--- config.mk ---
export PLATFORM = sky130hd
export DESIGN_NAME = z80_core
export DESIGN_NICKNAME = d
export VERILOG_FILES = /design/src/design/z80_pkg.sv /design/src/design/instr_decoder.sv /design/src/design/register_file.sv /design/src/design/sequencer.sv /design/src/design/z80_core.sv
export VERILOG_INCLUDE_DIRS = /design/src /design/src/design
export SDC_FILE = /design/constraint.sdc
export NUM_CORES = 1
export LEC_CHECK = 0
export BUFFER_PORTS_ARGS = -buffer_cell sky130_fd_sc_hd__buf_2
export CAP_MARGIN = 10
export CORE_ASPECT_RATIO = 1.2
export CORE_MARGIN = 5
export CORE_UTILIZATION = 50
export DETAILED_ROUTE_END_ITERATION = 7
export PLACE_DENSITY = 0.7
export REMOVE_ABC_BUFFERS = 1
export SYNTH_ARGS = -nofsm -noshare
export SYNTH_HDL_FRONTEND = slang
export SYNTH_SLANG_ARGS = --single-unit
--- constraint.sdc ---
create_clock -name clk -period 14.87 [get_ports clk]
set_input_delay 2.2305 -clock clk [delete_from_list [all_inputs] [get_ports clk]]
set_output_delay 2.2305 -clock clk [all_outputs]
set_load 0.01 [all_outputs]
--- src/design/z80_config.svh ---
`ifndef Z80_CONFIG_SVH
`define Z80_CONFIG_SVH

// Memory port widths
`define Z80_ADDR_W 16
`define Z80_DATA_W 8

// Longest kept instruction is the ED form of LD dd,(nn)
`define Z80_MAX_INSN_BYTES 4

// Only prefix still decoded
`define Z80_PREFIX_ED 8'hED

// High bits of a register select that mark a pair
`define REG_SET_DD 2'b10
`define REG_SET_QQ 2'b11

`define REG_A 4'd7
`define DD_REG_HL 4'd10
`define DD_REG_SP 4'd11

`endif

--- src/design/z80_pkg.sv ---
`include "z80_config.svh"

package z80_pkg;

    typedef logic [`Z80_DATA_W-1:0] byte_t;
    typedef logic [`Z80_ADDR_W-1:0] word_t;

    // First byte of the instruction sits in the lowest byte
    typedef logic [8*`Z80_MAX_INSN_BYTES-1:0] insn_t;
    typedef logic [$clog2(`Z80_MAX_INSN_BYTES+1)-1:0] insn_len_t;

    // 0-7 byte registers (6 is F), 8-11 BC DE HL SP, 12-15 BC DE HL AF
    typedef logic [3:0] reg_sel_t;

    typedef enum logic [3:0] {
        NEED_MORE_BYTES,
        NOP,
        LD_REG_REG,
        LD_REG_N,
        LD_DD_NN,
        LD_A_IND_NN,
        LD_IND_NN_A,
        LD_IND_HL_REG,
        LD_IND_HL_N,
        LD_DD_IND_NN,
        LD_IND_NN_DD,
        LD_SP_HL,
        PUSH_QQ,
        POP_QQ,
        OTHER
    } insn_group_t;

    typedef enum logic [1:0] {
        STEP0,
        STEP1,
        STEP2
    } seq_step_t;

endpackage

--- src/design/instr_decoder.sv ---
`include "z80_config.svh"

module instr_decoder (
    input  z80_pkg::insn_t      insn,
    input  z80_pkg::insn_len_t  insn_len,
    output z80_pkg::insn_group_t group,
    output z80_pkg::insn_len_t  decoded_len
);
    import z80_pkg::*;

    byte_t op;
    byte_t ed_op;

    assign op = insn[7:0];
    assign ed_op = insn[15:8];

    always_comb begin
        group = OTHER;
        decoded_len = insn_len_t'(1);

        if (op == `Z80_PREFIX_ED) begin
            decoded_len = insn_len_t'(2);
            if (insn_len < insn_len_t'(2)) begin
                // The second byte picks the operation
                group = NEED_MORE_BYTES;
            end else if (ed_op[7:6] == 2'b01 && ed_op[2:0] == 3'b011) begin
                decoded_len = insn_len_t'(4);
                group = ed_op[3] ? LD_DD_IND_NN : LD_IND_NN_DD;
            end
        end else if (op == 8'h00) begin
            group = NOP;
        end else if (op[7:6] == 2'b01) begin
            // 76 is HALT, and LD r,(HL) is not supported here
            if (op[5:3] == 3'd6 && op[2:0] == 3'd6) begin
                group = OTHER;
            end else if (op[5:3] == 3'd6) begin
                group = LD_IND_HL_REG;
            end else if (op[2:0] == 3'd6) begin
                group = OTHER;
            end else begin
                group = LD_REG_REG;
            end
        end else if (op[7:6] == 2'b00 && op[2:0] == 3'b110) begin
            decoded_len = insn_len_t'(2);
            group = (op[5:3] == 3'd6) ? LD_IND_HL_N : LD_REG_N;
        end else if (op[7:6] == 2'b00 && op[3:0] == 4'b0001) begin
            decoded_len = insn_len_t'(3);
            group = LD_DD_NN;
        end else if (op == 8'h3A) begin
            decoded_len = insn_len_t'(3);
            group = LD_A_IND_NN;
        end else if (op == 8'h32) begin
            decoded_len = insn_len_t'(3);
            group = LD_IND_NN_A;
        end else if (op == 8'hF9) begin
            group = LD_SP_HL;
        end else if (op[7:6] == 2'b11 && op[3:0] == 4'b0101) begin
            group = PUSH_QQ;
        end else if (op[7:6] == 2'b11 && op[3:0] == 4'b0001) begin
            group = POP_QQ;
        end
    end

    // The sequencer always offers at least the byte arriving now
    always_comb begin
        assert final (insn_len != '0)
            else $error("decoder consulted with no instruction bytes");
    end

endmodule

--- src/design/register_file.sv ---
`include "z80_config.svh"

module register_file (
    input  logic              clk,
    input  logic              reset,
    input  z80_pkg::reg_sel_t rd1_sel,
    input  z80_pkg::reg_sel_t rd2_sel,
    output z80_pkg::word_t    rd1_data,
    output z80_pkg::word_t    rd2_data,
    input  logic              wr_en,
    input  z80_pkg::reg_sel_t wr_sel,
    input  z80_pkg::word_t    wr_data
);
    import z80_pkg::*;

    // Byte registers B C D E H L F A in r encoding order
    byte_t regs [8];
    word_t sp;

    function automatic logic [2:0] hi_idx(input reg_sel_t sel);
        if (sel[3:2] == `REG_SET_QQ && sel[1:0] == 2'd3) begin
            return 3'd7;
        end
        return {sel[1:0], 1'b0};
    endfunction

    function automatic logic [2:0] lo_idx(input reg_sel_t sel);
        if (sel[3:2] == `REG_SET_QQ && sel[1:0] == 2'd3) begin
            return 3'd6;
        end
        return {sel[1:0], 1'b1};
    endfunction

    function automatic word_t read_sel(input reg_sel_t sel);
        if (!sel[3]) begin
            return {byte_t'(0), regs[sel[2:0]]};
        end
        if (sel == `DD_REG_SP) begin
            return sp;
        end
        return {regs[hi_idx(sel)], regs[lo_idx(sel)]};
    endfunction

    always_comb begin
        rd1_data = read_sel(rd1_sel);
        rd2_data = read_sel(rd2_sel);
    end

    always_ff @(posedge clk or posedge reset) begin
        if (reset) begin
            for (int i = 0; i < 8; i++) begin
                regs[i] <= '0;
            end
            sp <= '0;
        end else if (wr_en) begin
            if (!wr_sel[3]) begin
                regs[wr_sel[2:0]] <= wr_data[7:0];
            end else if (wr_sel == `DD_REG_SP) begin
                sp <= wr_data;
            end else begin
                regs[hi_idx(wr_sel)] <= wr_data[15:8];
                regs[lo_idx(wr_sel)] <= wr_data[7:0];
            end
        end
    end

    // F only changes as half of AF because code 6 in r encoding means (HL)
    assert property (@(posedge clk) disable iff (reset) wr_en |-> wr_sel != reg_sel_t'(6))
        else $error("byte write to F");

endmodule

--- src/design/sequencer.sv ---
`include "z80_config.svh"

module sequencer (
    input  logic                 clk,
    input  logic                 reset,
    input  z80_pkg::byte_t       mem_data,
    output z80_pkg::word_t       addr,
    output logic                 read_mem,
    output logic                 write_mem,
    output z80_pkg::byte_t       write_data,
    output logic                 done,
    output z80_pkg::insn_t       insn,
    output z80_pkg::insn_len_t   insn_len,
    input  z80_pkg::insn_group_t group,
    input  z80_pkg::insn_len_t   decoded_len,
    output z80_pkg::reg_sel_t    rd1_sel,
    output z80_pkg::reg_sel_t    rd2_sel,
    input  z80_pkg::word_t       rd1_data,
    input  z80_pkg::word_t       rd2_data,
    output logic                 wr_en,
    output z80_pkg::reg_sel_t    wr_sel,
    output z80_pkg::word_t       wr_data
);
    import z80_pkg::*;

    word_t pc;
    insn_t insn_q;
    insn_len_t count_q;
    logic insn_ready;
    word_t data_q;
    seq_step_t step;

    word_t next_pc;
    word_t next_addr;
    logic next_read;
    logic next_write;
    byte_t next_wdata;
    logic next_done;
    insn_t next_insn;
    insn_len_t next_count;
    logic next_ready;
    word_t next_data;
    seq_step_t next_step;

    word_t operand;
    logic complete;

    // Until the instruction is whole, the byte on the port joins the collected ones
    always_comb begin
        insn = insn_q;
        insn_len = count_q;
        if (!insn_ready) begin
            insn[8*count_q +: 8] = mem_data;
            insn_len = count_q + 1'b1;
        end
    end

    // ED forms carry nn after two opcode bytes
    assign operand = (insn[7:0] == `Z80_PREFIX_ED) ? insn[31:16] : insn[23:8];
    assign complete = (group != NEED_MORE_BYTES) && (decoded_len == insn_len);

    always_comb begin
        next_pc = pc;
        next_addr = addr;
        next_read = 1'b0;
        next_write = 1'b0;
        next_wdata = '0;
        next_done = 1'b0;
        next_insn = insn;
        next_count = insn_len;
        next_ready = insn_ready;
        next_data = data_q;
        next_step = step;
        rd1_sel = '0;
        rd2_sel = '0;
        wr_en = 1'b0;
        wr_sel = '0;
        wr_data = '0;

        if (!insn_ready) begin
            next_pc = pc + 1'b1;
            next_addr = pc + 1'b1;
            next_read = 1'b1;
        end

        if (complete) begin
            next_ready = 1'b1;
            case (group)
                LD_REG_REG: begin
                    rd1_sel = {1'b0, insn[2:0]};
                    wr_en = 1'b1;
                    wr_sel = {1'b0, insn[5:3]};
                    wr_data = rd1_data;
                    next_done = 1'b1;
                end
                LD_REG_N: begin
                    wr_en = 1'b1;
                    wr_sel = {1'b0, insn[5:3]};
                    wr_data = operand;
                    next_done = 1'b1;
                end
                LD_DD_NN: begin
                    wr_en = 1'b1;
                    wr_sel = {`REG_SET_DD, insn[5:4]};
                    wr_data = operand;
                    next_done = 1'b1;
                end
                LD_SP_HL: begin
                    rd1_sel = `DD_REG_HL;
                    wr_en = 1'b1;
                    wr_sel = `DD_REG_SP;
                    wr_data = rd1_data;
                    next_done = 1'b1;
                end
                LD_A_IND_NN: begin
                    if (step == STEP0) begin
                        next_addr = operand;
                        next_read = 1'b1;
                        next_step = STEP1;
                    end else begin
                        wr_en = 1'b1;
                        wr_sel = `REG_A;
                        wr_data = {byte_t'(0), mem_data};
                        next_done = 1'b1;
                    end
                end
                LD_IND_NN_A, LD_IND_HL_REG, LD_IND_HL_N: begin
                    if (step == STEP0) begin
                        rd1_sel = (group == LD_IND_NN_A) ? `REG_A : `DD_REG_HL;
                        rd2_sel = {1'b0, insn[2:0]};
                        next_read = 1'b0;
                        next_write = 1'b1;
                        next_step = STEP1;
                        case (group)
                            LD_IND_NN_A: begin
                                next_addr = operand;
                                next_wdata = rd1_data[7:0];
                            end
                            LD_IND_HL_REG: begin
                                next_addr = rd1_data;
                                next_wdata = rd2_data[7:0];
                            end
                            default: begin
                                next_addr = rd1_data;
                                next_wdata = operand[7:0];
                            end
                        endcase
                    end else begin
                        next_done = 1'b1;
                    end
                end
                LD_DD_IND_NN, POP_QQ: begin
                    rd1_sel = `DD_REG_SP;
                    case (step)
                        STEP0: begin
                            next_addr = (group == POP_QQ) ? rd1_data : operand;
                            next_read = 1'b1;
                            next_step = STEP1;
                        end
                        STEP1: begin
                            next_data = {data_q[15:8], mem_data};
                            next_addr = addr + 1'b1;
                            next_read = 1'b1;
                            next_step = STEP2;
                            if (group == POP_QQ) begin
                                wr_en = 1'b1;
                                wr_sel = `DD_REG_SP;
                                wr_data = rd1_data + word_t'(2);
                            end
                        end
                        default: begin
                            next_data = {mem_data, data_q[7:0]};
                            wr_en = 1'b1;
                            if (group == POP_QQ) begin
                                wr_sel = {`REG_SET_QQ, insn[5:4]};
                            end else begin
                                wr_sel = {`REG_SET_DD, insn[13:12]};
                            end
                            wr_data = next_data;
                            next_done = 1'b1;
                        end
                    endcase
                end
                LD_IND_NN_DD, PUSH_QQ: begin
                    rd1_sel = `DD_REG_SP;
                    if (group == PUSH_QQ) begin
                        rd2_sel = {`REG_SET_QQ, insn[5:4]};
                    end else begin
                        rd2_sel = {`REG_SET_DD, insn[13:12]};
                    end
                    case (step)
                        STEP0: begin
                            next_addr = (group == PUSH_QQ) ? rd1_data - word_t'(2) : operand;
                            next_read = 1'b0;
                            next_write = 1'b1;
                            next_wdata = rd2_data[7:0];
                            next_step = STEP1;
                        end
                        STEP1: begin
                            next_addr = addr + 1'b1;
                            next_write = 1'b1;
                            next_wdata = rd2_data[15:8];
                            next_step = STEP2;
                        end
                        default: begin
                            if (group == PUSH_QQ) begin
                                wr_en = 1'b1;
                                wr_sel = `DD_REG_SP;
                                wr_data = rd1_data - word_t'(2);
                            end
                            next_done = 1'b1;
                        end
                    endcase
                end
                default: begin
                    // NOP and anything unsupported
                    next_done = 1'b1;
                end
            endcase
        end

        if (next_done) begin
            next_addr = next_pc;
            next_read = 1'b1;
            next_write = 1'b0;
            next_insn = '0;
            next_count = '0;
            next_ready = 1'b0;
            next_step = STEP0;
        end
    end

    always_ff @(posedge clk or posedge reset) begin
        if (reset) begin
            addr <= '0;
            read_mem <= 1'b1;
            write_mem <= 1'b0;
            done <= 1'b0;
            pc <= '0;
            insn_q <= '0;
            count_q <= '0;
            insn_ready <= 1'b0;
            step <= STEP0;
        end else begin
            addr <= next_addr;
            read_mem <= next_read;
            write_mem <= next_write;
            done <= next_done;
            pc <= next_pc;
            insn_q <= next_insn;
            count_q <= next_count;
            insn_ready <= next_ready;
            step <= next_step;
        end
    end

    always_ff @(posedge clk) begin
        write_data <= next_wdata;
        data_q <= next_data;
    end

    assert property (@(posedge clk) disable iff (reset) !(read_mem && write_mem))
        else $error("read and write on the memory port together");

endmodule

--- src/design/z80_core.sv ---
module z80_core (
    input  logic           clk,
    input  logic           reset,
    input  z80_pkg::byte_t mem_data,
    output z80_pkg::word_t addr,
    output logic           read_mem,
    output logic           write_mem,
    output z80_pkg::byte_t write_data,
    output logic           done
);
    import z80_pkg::*;

    insn_t insn;
    insn_len_t insn_len;
    insn_group_t group;
    insn_len_t decoded_len;
    reg_sel_t rd1_sel;
    reg_sel_t rd2_sel;
    word_t rd1_data;
    word_t rd2_data;
    logic wr_en;
    reg_sel_t wr_sel;
    word_t wr_data;

    sequencer u_sequencer (
        .clk(clk),
        .reset(reset),
        .mem_data(mem_data),
        .addr(addr),
        .read_mem(read_mem),
        .write_mem(write_mem),
        .write_data(write_data),
        .done(done),
        .insn(insn),
        .insn_len(insn_len),
        .group(group),
        .decoded_len(decoded_len),
        .rd1_sel(rd1_sel),
        .rd2_sel(rd2_sel),
        .rd1_data(rd1_data),
        .rd2_data(rd2_data),
        .wr_en(wr_en),
        .wr_sel(wr_sel),
        .wr_data(wr_data)
    );

    instr_decoder u_decoder (
        .insn(insn),
        .insn_len(insn_len),
        .group(group),
        .decoded_len(decoded_len)
    );

    register_file u_regs (
        .clk(clk),
        .reset(reset),
        .rd1_sel(rd1_sel),
        .rd2_sel(rd2_sel),
        .rd1_data(rd1_data),
        .rd2_data(rd2_data),
        .wr_en(wr_en),
        .wr_sel(wr_sel),
        .wr_data(wr_data)
    );

endmodule

==> results.ini <==
[sta]
max_freq_ghz = 0.115
setup_violations = 0
maxSlewViolCount = 0
fin_crit_ns = 8.66
rsz0062_at_grt = no
tns_ns = 0
slew-limit-headroom_pct = 18.0
hold_ws_ns = 0.529
worst_pin_slew_ns = 1.20
hold_violations = 0
final.period_utilization_pct = 58.3
fin_worst_skew_ns = 0.0186

[layout]
drive_gt1_share_pct = 11.7
area.growth.synth_to_final_pct = 7.30
nets = 1833

[status]
outcome = complete, no violations

[synthesis]
syn_area_um2 = 14500
async_reset_ff_share_pct = 90.5
ys.flop_type = dfrtp_1
synth_top_area_share_pct = 26.2
synth_seq_cells = 169
synthTopCellsByCount = 231 x nand2_1, 159 x nor2_1, 152 x dfrtp_1, 144 x o21ai_0, 142 x a21oi_1
netlist_top_cells_area = dfrtp_1 26%, mux2i_1 6.7%, nand2_1 6.0%
ys_seq_area_share_pct = 29.1
avgSynthCellArea_um2 = 7.87
synth_cells = 1848
synth_largest_area_cell = dfrtp_1
synth_most_common_cell = nand2_1
synth_edf_count = 8
synth_cell_types = 111
yosys_warnings = 0

[global_routing]
grt_usage_pct = 37.7
grt_max_degree = 86
grt_pass1_vias = 14870
grt_antenna_before_repair = 1
grt_pass1_wl_um = 95500
gr-total-overflow = 0

[floorplanning]
rows = 68
pin_count = 37
die-width_um = 166
die_y_um = 197
core-area_um2 = 28800
start_util_pct = 50.6
die-area_um2 = 32600

[worst_setup_path]
rr_startpoint = u_sequencer.count_q[0]
criticalPathCategory = in -> reg
r2r_cells = 18
cpMostUsedCell = nand3_1
crit_cells = 16
cp_cell_sequence = buf_2 -> nand4b_1 -> nor2_1 -> mux2i_1 -> nand3_1 -> o21ai_1 -> nand3_1 -> o31ai_4 -> mux2_1 -> o211ai_1 -> nand3_1 -> nor4_4 -> nand2_1 -> xnor2_1 -> a221oi_1 -> o21ai_0
cp_slowest_stage_delay_ns = 0.90
endpoint_kind = register
slowest_stage = a221oi_1
crit_fanout = 16
cp_top_family = compound AO/OA/AOI/OAI gates
path_buf_inv = 1
required_ns = 15.17
critPathLaunch = mem_data[1]
start_kind = input port
critPathArrivalTime_ns = 8.97

[detailed_routing]
dr.first_iter.drc_count = 2340
avgRoutedWirePerCell_um = 28.6
routed_wl_um = 63400
drtPass1Iterations = 6
ant_nets = 0
vias_per_cell = 7.17
drc = 0
num_vias = 15888

[clock_network]
cts.sinks = 169
cts_tree = built
path_clk_slew_ns = 0.08
ctsHoldBuffers = 0
cts_resized = 0
htreeDepth = 4
cts_setup_buffers = 0
clock_latency_ns = 0.46
cts-root-buf = clkbuf_16
cts_buffer_depth = 2
cts_buffers = 17

[worst_hold_path]
hold_depth = 2
hold_start = u_sequencer.insn_q[20]
hold_class = reg -> reg

[flow_run]
drv_cap = 0

[place]
portBuffers = 36
detailedPlacementHpwl_um = 46800
routabilityCongestion = 1.07

[per-layer routing]
metal | routed length, um | part of all wire [%] | GRT usage [%] | vias to the layer above
li1 | - | - | - | 6897
met1 | 24200 | 38 | 47.7 | 7610
met2 | 28100 | 44 | 58.8 | 1077
met3 | 5920 | 9.3 | 6.48 | 304
met4 | 5220 | 8.2 | 26.3 | 0
met5 | 0 | 0 | 0 | -
[cell type report]
type                            instances  area, um^2
Antenna cell                            1        2.50
Clock buffer                           18         429
Timing Repair Buffer                   84         541
Clock inverter                         14         100
Fill cell                            2794       13200
Sequential cell                       169        4230
Multi-Input combinational cell       1518        9710
Tap cell                              385         482
Inverter                               27         106
[per-stage QoR]
stage | instance area, um^2 | setup WS (ns) | instances | util (%)
global placement | 15100 | 6.16 | 2182 | 52.4
CTS | 15600 | 6.48 | 2214 | 54.2
global route | 15600 | 5.87 | 2216 | 54.3
floorplan | 14000 | 5.33 | 1714 | -
finish | 15600 | 6.21 | 2216 | 54.3
detailed placement | 15100 | 6.03 | 2182 | 52.4
[cell families after synthesis]
family	after synthesis	share of synthesized area (%)
AO/OA/AOI/OAI	632	28.9
XOR/XNOR	62	3.79
adder cells (fa/ha/maj)	6	0.516
buffers and inverters	161	4.46
flip-flops	169	29.1
multiplexers	138	9.85
AND/OR/NAND/NOR	680	23.4
[worst reg2reg max path, cell delays in order (launching register included)]
cell and delay (ns):
dfrtp_1 0.56, inv_1 0.09, ha_1 0.21, ha_1 0.35
nor4_4 0.38, nand2_2 0.44, mux2i_1 1.04, nand3_1 0.36
o21ai_1 0.60, nand3_1 0.28, o31ai_4 0.71, mux2_1 0.40
o211ai_1 0.25, nand3_1 0.33, nor4_4 0.86, nand2_1 0.14
xnor2_1 0.20, a221oi_1 0.90, o21ai_0 0.23
[layout by cell type, fill, tap and decap left out, drive strengths merged, types with 10 or more instances in the layout]
| cell | n |
|---|---|
| a21oi | 142 |
| a211oi | 24 |
| or2 | 13 |
| a221oi | 17 |
| clkbuf | 19 |
| and2 | 14 |
| o31ai | 17 |
| o2111ai | 10 |
| nand4b | 10 |
| inv | 29 |
| o211ai | 40 |
| nor4 | 15 |
| xnor2 | 45 |
| nand2b | 15 |
| nor3 | 38 |
| a222oi | 13 |
| mux2i | 97 |
| o21ai | 176 |
| xor2 | 17 |
| a22oi | 33 |
| o221ai | 15 |
| and3 | 29 |
| nor2b | 13 |
| nand4 | 28 |
| nand3 | 66 |
| o21a | 12 |
| dfrtp | 152 |
| buf | 83 |
| nand2 | 232 |
| mux2 | 41 |
| a31oi | 21 |
| o22ai | 18 |
| nor2 | 161 |
| a211o | 10 |
| a21o | 10 |
[flip-flops by register name (all words and copies together) (netlist names)]
register / count
u_regs.regs: 64
u_sequencer.insn_ready: 1
u_sequencer.write_mem: 1
u_regs.sp: 16
u_sequencer.read_mem: 1
u_sequencer.done: 1
u_sequencer.data_q: 8
u_sequencer.step: 2
u_sequencer.count_q: 3
u_sequencer.write_data: 8
u_sequencer.addr: 16
u_sequencer.insn_q: 32
u_sequencer.pc: 16
[worst paths after layout]
path	endpoint	slack [ns]
min in group asynchronous	u_regs.regs[51]	1.76
worst min register to register	u_sequencer.insn_q[20]	0.53
worst max register to register	u_regs.regs[1]	6.40
worst min-delay path	u_sequencer.insn_q[20]	0.53
max in group asynchronous	u_sequencer.addr[12]	11.92
worst max-delay path	u_regs.regs[1]	6.21
Power is not shown: default switching activity piles up to over one toggle a cycle in this logic, so the estimate is an artifact.
